--- src/gameport_consts.svh ---
// game port constants: axis count, count width, tick scale, button bits, sweep end

`ifndef GAMEPORT_CONSTS_SVH
`define GAMEPORT_CONSTS_SVH

// number of analog axis one-shots on the port
`define GP_AXIS_COUNT 4

// width of the sweep count and of each axis threshold
`define GP_CNT_W 8

// low divider bits always counted, step period is (divider+1)*16
`define GP_TICK_BITS 4

// sweep count value that marks an idle sweep
`define GP_SWEEP_END {`GP_CNT_W{1'b1}}

// button positions inside a digital joystick word
`define GP_BTN_LO 4
`define GP_BTN_HI 5

`endif

--- src/joystick_pkg.sv ---
// joystick_pkg: host-side joystick word types and cpu speed option type

`default_nettype none

package joystick_pkg;

	// digital joystick word, buttons at bits 5 and 4
	typedef logic [7:0] joy_digital_t;

	// analog word, X in high byte and Y in low byte
	// both axes are signed bytes, centre is 0
	typedef logic [15:0] joy_analog_t;

	// cpu speed option from the menu
	// 0 max, then /2 /3 /4 /8 /16 /32
	typedef logic [2:0] speed_sel_t;

endpackage

`default_nettype wire

--- src/gameport_pkg.sv ---
// gameport_pkg: sweep count, speed divider, port byte, axis vector and sweep state types

`default_nettype none

`include "gameport_consts.svh"

package gameport_pkg;

	// sweep count, also used for axis thresholds
	typedef logic [`GP_CNT_W-1:0] sweep_cnt_t;

	// decoded speed divider
	typedef logic [4:0] tick_div_t;

	// byte the cpu reads from the game port
	typedef logic [7:0] port_byte_t;

	// one bit per axis one-shot
	typedef logic [`GP_AXIS_COUNT-1:0] axis_vec_t;

	typedef enum logic {
		SWEEP_IDLE,
		SWEEP_RUN
	} sweep_state_t;

endpackage

`default_nettype wire

--- src/gameport_sweep.sv ---
// gameport_sweep: speed decode, tick divider, sweep counter and per-axis thresholds

`default_nettype none

`include "gameport_consts.svh"

module gameport_sweep (
	input  wire                       clk_cpu,
	input  wire                       reset_i,
	input  wire joystick_pkg::speed_sel_t  speed_sel_i,
	input  wire                       joyswap_i,
	input  wire joystick_pkg::joy_analog_t joystick_analog_0_i,
	input  wire joystick_pkg::joy_analog_t joystick_analog_1_i,
	input  wire                       gpio_wr_i,
	output logic                      sweep_start_o,
	output logic                      sweep_run_o,
	output gameport_pkg::sweep_cnt_t  sweep_cnt_o,
	output gameport_pkg::sweep_cnt_t  thr0_o,
	output gameport_pkg::sweep_cnt_t  thr1_o,
	output gameport_pkg::sweep_cnt_t  thr2_o,
	output gameport_pkg::sweep_cnt_t  thr3_o
);

	// signed byte to offset binary
	function automatic gameport_pkg::sweep_cnt_t offset_bin(input logic [`GP_CNT_W-1:0] b);
		return {~b[`GP_CNT_W-1], b[`GP_CNT_W-2:0]};
	endfunction

	gameport_pkg::tick_div_t    tick_div;
	gameport_pkg::sweep_state_t state;
	gameport_pkg::sweep_cnt_t   cnt;
	gameport_pkg::sweep_cnt_t   cnt_next;
	logic [$bits(gameport_pkg::tick_div_t)+`GP_TICK_BITS-1:0] div_cnt;
	logic [$bits(gameport_pkg::tick_div_t)+`GP_TICK_BITS-1:0] div_wrap;
	joystick_pkg::joy_analog_t  joy0_a;
	joystick_pkg::joy_analog_t  joy1_a;

	// speed option to divider, same table as the cpu clock enable
	always_comb begin
		case (speed_sel_i)
			3'd1: tick_div = 5'd1;
			3'd2: tick_div = 5'd2;
			3'd3: tick_div = 5'd3;
			3'd4: tick_div = 5'd7;
			3'd5: tick_div = 5'd15;
			3'd6: tick_div = 5'd31;
			default: tick_div = 5'd0;
		endcase
	end

	// divider wraps after (div+1)*16 cycles
	assign div_wrap = {tick_div, {`GP_TICK_BITS{1'b1}}};
	assign cnt_next = cnt + 1'b1;

	always_ff @(posedge clk_cpu) begin
		if (reset_i) begin
			state <= gameport_pkg::SWEEP_IDLE;
			cnt <= `GP_SWEEP_END;
			div_cnt <= '0;
			sweep_start_o <= 1'b0;
		end else begin
			sweep_start_o <= gpio_wr_i;
			if (gpio_wr_i) begin
				// a write restarts the sweep even mid-run
				state <= gameport_pkg::SWEEP_RUN;
				cnt <= '0;
				div_cnt <= '0;
			end else if (state == gameport_pkg::SWEEP_RUN) begin
				if (div_cnt == div_wrap) begin
					div_cnt <= '0;
					cnt <= cnt_next;
					// back to idle on the edge the count hits the end value
					if (cnt_next == `GP_SWEEP_END) begin
						state <= gameport_pkg::SWEEP_IDLE;
					end
				end else begin
					div_cnt <= div_cnt + 1'b1;
				end
			end
		end
	end

	assign sweep_run_o = (state == gameport_pkg::SWEEP_RUN);
	assign sweep_cnt_o = cnt;

	// swap exchanges the whole joysticks
	assign joy0_a = joyswap_i ? joystick_analog_1_i : joystick_analog_0_i;
	assign joy1_a = joyswap_i ? joystick_analog_0_i : joystick_analog_1_i;

	// axes 0/1 are joystick 1 X/Y, axes 2/3 are joystick 0 X/Y
	assign thr0_o = offset_bin(joy1_a[15:8]);
	assign thr1_o = offset_bin(joy1_a[7:0]);
	assign thr2_o = offset_bin(joy0_a[15:8]);
	assign thr3_o = offset_bin(joy0_a[7:0]);

endmodule

`default_nettype wire

--- src/gameport_axis.sv ---
// gameport_axis: one game port axis one-shot timed against the shared sweep count

`default_nettype none

module gameport_axis (
	input  wire                           clk_cpu,
	input  wire                           reset_i,
	input  wire                           sweep_start_i,
	input  wire                           sweep_run_i,
	input  wire gameport_pkg::sweep_cnt_t sweep_cnt_i,
	input  wire gameport_pkg::sweep_cnt_t thr_i,
	output logic                          axis_o
);

	logic axis_q;
	logic thr_hit;
	logic axis_clr;

	// count reached this axis position
	assign thr_hit = (sweep_cnt_i == thr_i);

	// also drop the bit once the sweep is over
	assign axis_clr = thr_hit | ~sweep_run_i;

	// pulse width follows stick position
	always_ff @(posedge clk_cpu) begin
		if (reset_i) begin
			axis_q <= 1'b0;
		end else if (sweep_start_i) begin
			// start wins over a match on count 0
			axis_q <= 1'b1;
		end else if (axis_clr) begin
			axis_q <= 1'b0;
		end
	end

	assign axis_o = axis_q;

endmodule

`default_nettype wire

--- src/gameport_byte.sv ---
// gameport_byte: button swap and inversion, and packing of axis and button bits

`default_nettype none

`include "gameport_consts.svh"

module gameport_byte (
	input  wire                             clk_cpu,
	input  wire                             reset_i,
	input  wire                             joyswap_i,
	input  wire joystick_pkg::joy_digital_t joystick_0_i,
	input  wire joystick_pkg::joy_digital_t joystick_1_i,
	input  wire gameport_pkg::axis_vec_t    axis_i,
	output gameport_pkg::port_byte_t        joy_o
);

	logic [1:0] btn0;
	logic [1:0] btn1;
	logic [3:0] btn_next;
	logic [3:0] btn_q;

	// buttons 5,4 of each stick
	assign btn0 = joystick_0_i[`GP_BTN_HI:`GP_BTN_LO];
	assign btn1 = joystick_1_i[`GP_BTN_HI:`GP_BTN_LO];

	// port buttons are active low
	assign btn_next = joyswap_i ? ~{btn1, btn0} : ~{btn0, btn1};

	// released buttons read as 1 out of reset
	always_ff @(posedge clk_cpu) begin
		if (reset_i) begin
			btn_q <= 4'hF;
		end else begin
			btn_q <= btn_next;
		end
	end

	// buttons high nibble, axis one-shots low nibble
	assign joy_o = {btn_q, axis_i};

endmodule

`default_nettype wire

--- src/gameport_top.sv ---
// gameport_top: game port top with sweep, four axis timers and port byte packer

`default_nettype none

`include "gameport_consts.svh"

module gameport_top (
	input  wire                             clk_cpu,
	input  wire                             reset_i,
	input  wire joystick_pkg::speed_sel_t   speed_sel_i,
	input  wire                             joyswap_i,
	input  wire joystick_pkg::joy_digital_t joystick_0_i,
	input  wire joystick_pkg::joy_digital_t joystick_1_i,
	input  wire joystick_pkg::joy_analog_t  joystick_analog_0_i,
	input  wire joystick_pkg::joy_analog_t  joystick_analog_1_i,
	input  wire                             gpio_wr_i,
	output gameport_pkg::port_byte_t        joy_o
);

	wire                           sweep_start;
	wire                           sweep_run;
	wire gameport_pkg::sweep_cnt_t sweep_cnt;
	wire gameport_pkg::sweep_cnt_t thr [`GP_AXIS_COUNT];
	wire gameport_pkg::axis_vec_t  axis_bits;

	gameport_sweep sweep0 (
		.clk_cpu             ( clk_cpu             ),
		.reset_i             ( reset_i             ),
		.speed_sel_i         ( speed_sel_i         ),
		.joyswap_i           ( joyswap_i           ),
		.joystick_analog_0_i ( joystick_analog_0_i ),
		.joystick_analog_1_i ( joystick_analog_1_i ),
		.gpio_wr_i           ( gpio_wr_i           ),
		.sweep_start_o       ( sweep_start         ),
		.sweep_run_o         ( sweep_run           ),
		.sweep_cnt_o         ( sweep_cnt           ),
		.thr0_o              ( thr[0]              ),
		.thr1_o              ( thr[1]              ),
		.thr2_o              ( thr[2]              ),
		.thr3_o              ( thr[3]              )
	);

	// one one-shot per axis, all on the shared sweep
	for (genvar i = 0; i < `GP_AXIS_COUNT; i++) begin : g_axis
		gameport_axis axis0 (
			.clk_cpu       ( clk_cpu      ),
			.reset_i       ( reset_i      ),
			.sweep_start_i ( sweep_start  ),
			.sweep_run_i   ( sweep_run    ),
			.sweep_cnt_i   ( sweep_cnt    ),
			.thr_i         ( thr[i]       ),
			.axis_o        ( axis_bits[i] )
		);
	end

	gameport_byte byte0 (
		.clk_cpu      ( clk_cpu      ),
		.reset_i      ( reset_i      ),
		.joyswap_i    ( joyswap_i    ),
		.joystick_0_i ( joystick_0_i ),
		.joystick_1_i ( joystick_1_i ),
		.axis_i       ( axis_bits    ),
		.joy_o        ( joy_o        )
	);

endmodule

`default_nettype wire

--- config.mk ---
export PLATFORM = sky130hd
export DESIGN_NAME = gameport_top
export DESIGN_NICKNAME = d
export VERILOG_FILES = /design/src/joystick_pkg.sv /design/src/gameport_pkg.sv /design/src/gameport_sweep.sv /design/src/gameport_axis.sv /design/src/gameport_byte.sv /design/src/gameport_top.sv
export VERILOG_INCLUDE_DIRS = /design/src
export SDC_FILE = /design/constraint.sdc
export NUM_CORES = 1
export LEC_CHECK = 0
export BUFFER_PORTS_ARGS = -buffer_cell sky130_fd_sc_hd__buf_2
export CAP_MARGIN = 20
export CORE_MARGIN = 10
export CORE_UTILIZATION = 56
export DETAILED_ROUTE_END_ITERATION = 16
export GPL_ROUTABILITY_DRIVEN = 0
export PLACE_DENSITY = 0.94
export SLEW_MARGIN = 30
export SYNTH_ARGS = -nofsm -noshare
export SYNTH_HDL_FRONTEND = slang
export SYNTH_HIERARCHICAL = 1
export SYNTH_SLANG_ARGS = --single-unit
--- constraint.sdc ---
create_clock -name clk_cpu -period 3.5 [get_ports clk_cpu]
set_input_delay 0.7 -clock clk_cpu [delete_from_list [all_inputs] [get_ports clk_cpu]]
set_output_delay 0.7 -clock clk_cpu [all_outputs]
set_load 0.05 [all_outputs]
==> flow_summary.json <==
{
  "ys_seq_area_share_pct": 24.9,
  "cts_tree": "yes",
  "ctsHoldBuffers": 0,
  "drtIter0Drc": 110,
  "seq_area_um2": 541,
  "p_sw_mw": 0.230,
  "grt-ovfl-total": 0,
  "multi_input_area_mm2": 0.00152,
  "cp_data_required_time_ps": 3660,
  "die_w_um": 82.2,
  "syn_nets": 306,
  "use_met2_pct": 26.4,
  "clock_path_buffers": 2,
  "dieHeight_um": 82.2,
  "postCtsSetupBuffers": 0,
  "die_area_mm2": 0.00676,
  "num_rows": 22,
  "hold_class": "flop to flop",
  "drt_pre_antenna_iters": 4,
  "diodes": 0,
  "finalSetupViolCount": 0,
  "gr-usage-met3_pct": 3.67,
  "cp_max_fo": 36,
  "critical_path_arrival_ps": 2330,
  "ir_worst_vdd_mv": 0.178,
  "synth.distinct_cells": 40,
  "status": "completed",
  "cts.clk_slew.worst_paths_ps": 90,
  "synth_area_per_cell_um2": 8.74,
  "layout_min_cycle_time_ps": 2170,
  "routed_via_density": 5.66,
  "intPower_mw": 0.514,
  "yosysWarnings": 6,
  "wl_per_cell_um": 15.1,
  "crit_type": "primary input to flop",
  "grt_usage_pct": 15.2,
  "total_leakage_power_nw": 0.968,
  "port_buffers": 50,
  "antenna_found_initial": 0,
  "antenna_left": 0,
  "core_area_mm2": 0.00369,
  "numCtsBuffers": 3,
  "grt_max_degree": 37,
  "setup_ws_ps": 1330,
  "rsz0062_at_grt": "false",
  "top_usage_layer": "met2",
  "initial_utilization_pct": 58.8,
  "htreeDepth": 1,
  "cp-start-kind": "primary input",
  "synth_cells": 248,
  "max_freq_mhz": 461,
  "ctsRootBufferMaster": "clkbuf_8",
  "remaining_drc_errors": 0,
  "pwr-share-seq_pct": 46.7,
  "dp_hpwl_um": 4070,
  "grt_pass1_wl_um": 8320,
  "worstSkewPairLatency_ps": 270,
  "dp_slack_ps": 1040,
  "cts_resized": 0,
  "syn2layout_area_growth_pct": 12.8,
  "io_pins": 63,
  "hold_viol_final": 0,
  "syn-cell-area_mm2": 0.00217,
  "drv_cap": 0,
  "worstSetupEndpointType": "flop",
  "setup_tns_ps": 0,
  "drive_above_1_share_pct": 30.2,
  "drv_slew": 0,
  "drt-total-wl_um": 5070,
  "clock_skew_ps": 3.74,
  "clockPowerShare_pct": 23.8,
  "p_per_area_mw_per_mm2": 305,
  "fillers": 294,
  "fin_crit_sh_pct": 62.0,
  "clock_sink_count": 27,
  "slew_headroom_pct": 47.5,
  "use_met1_pct": 17.3,
  "ys_seq_elements": 27,
  "comb_power_share_pct": 29.6,
  "tightest_slew_ps": 788,
  "final_nets": 347,
  "vias": 1903,
  "switching_share_pct": 30.9,
  "grt_pass1_vias": 1854
}
[power groups by stage]
stage          logic (mW)  clock network, mW  registers [mW]
2_1_floorplan       0.157                  0           0.358
3_3_place_gp        0.210                  0           0.353
3_5_place_dp        0.219                  0           0.354
6_report            0.220              0.177           0.347
5_1_grt             0.241              0.189           0.351
4_1_cts             0.221              0.180           0.347
[registers in the layout, indices dropped and copies added (netlist names)]
name / cells
sweep0/sweep_run_o: 1
sweep0/div_cnt: 9
byte0/btn_q: 4
g_axis.axis0/axis_o: 4
sweep0/sweep_cnt_o: 8
sweep0/sweep_start_o: 1
[layout by cell type (no fill, tap or decap), types with 2 or more instances in the layout]
cell,instances
buf_2,50
xnor2_1,42
mux2_2,28
dfxtp_1,27
nor2_1,17
nand4_1,16
nand2_1,13
o21ai_1,11
mux2i_1,8
inv_1,8
nand3_1,8
nor3_1,7
xor2_1,7
a21o_1,6
or2_1,4
a21oi_1,4
clkbuf_8,3
ha_1,3
and3_1,2
nor3b_1,2
o21bai_1,2
nand2b_1,2
or4_1,2
[final timing paths]
kind,start,endpoint,slack [ps],depth (start not counted)
max,joyswap_i,g_axis[1].axis0/axis_o,1330,6
min,sweep0/sweep_start_o,g_axis[1].axis0/axis_o,490,2
max reg2reg,sweep0/div_cnt[6],sweep0/sweep_cnt_o[3],1500,6
min reg2reg,sweep0/sweep_start_o,g_axis[1].axis0/axis_o,490,2
[cell type report]
cell class / count / share of cell area (%)
flip-flops and latches: 27 / 22.1
inverters: 8 / 1.23
clock buffers: 4 / 1.84
multi-input cells: 199 / 62.1
repair buffers: 50 / 10.2
well taps: 48 / 2.46
[critical path, stage by stage]
cell and delay, ps:
buf_2 600, mux2_2 420, xnor2_1 190, nand4_1 170
o21ai_1 160, o21ai_1 70
[per-stage QoR]
step / hold slack, ps / power [mW] / utilization (%) / cells / instance area (um2)
2_1_floorplan: 456 / 0.515 / - / 248 / 2170
3_3_place_gp: 476 / 0.563 / 65.0 / 332 / 2400
3_5_place_dp: 483 / 0.574 / 65.0 / 332 / 2400
4_1_cts: 496 / 0.748 / 66.2 / 336 / 2440
5_1_grt: 515 / 0.780 / 66.2 / 336 / 2440
6_report: 493 / 0.745 / 66.2 / 336 / 2440
[cells in the mapped netlist (all sizes together)]
cell type,n,area share [%]
xnor2,42,17
mux2,28,15
dfxtp,27,25
nor2,17,2.9
nand4,16,4.6
nand2,13,2.3
o21ai,11,2.5
inv,8,1.4
mux2i,8,3.7
nand3,8,1.8
nor3,8,2.4
buf,7,2.4
clkbuf,7,1.2
xor2,7,2.8
a21o,6,2.1
a21oi,5,1.3
or2,5,1.4
ha,3,1.7
nor3b,3,1.3
and3,2,0.58
nand2b,2,0.58
o21bai,2,0.69
or4,2,0.69
a211o,1,0.40
and2,1,0.29
and2b,1,0.35
and4b,1,0.46
nand3b,1,0.35
nor2b,1,0.29
o21a,1,0.35
o311a,1,0.98
o311ai,1,0.75
o31a,1,0.40
o32ai,1,0.40
[logic make-up (layout without fill, tap and decap cells)]
kind of cell / count (synthesis) / count (layout) / share of synthesized area (%)
AO/OA/AOI/OAI: 30 / 30 / 9.93
multiplexers: 36 / 36 / 18.2
flip-flops: 27 / 27 / 24.9
AND/OR/NAND/NOR: 81 / 81 / 20.3
adder cells (fa/ha/maj): 3 / 3 / 1.73
XOR/XNOR: 49 / 49 / 19.8
buffers and inverters: 22 / 62 / 5.02
[routing by layer]
metal,vias to the layer above,part of all wire (%)
li1,947,-
met1,888,41
met2,56,50
met3,12,6.6
met4,0,2.2
met5,-,0
Note: power is estimated with default switching activity, not from simulation.
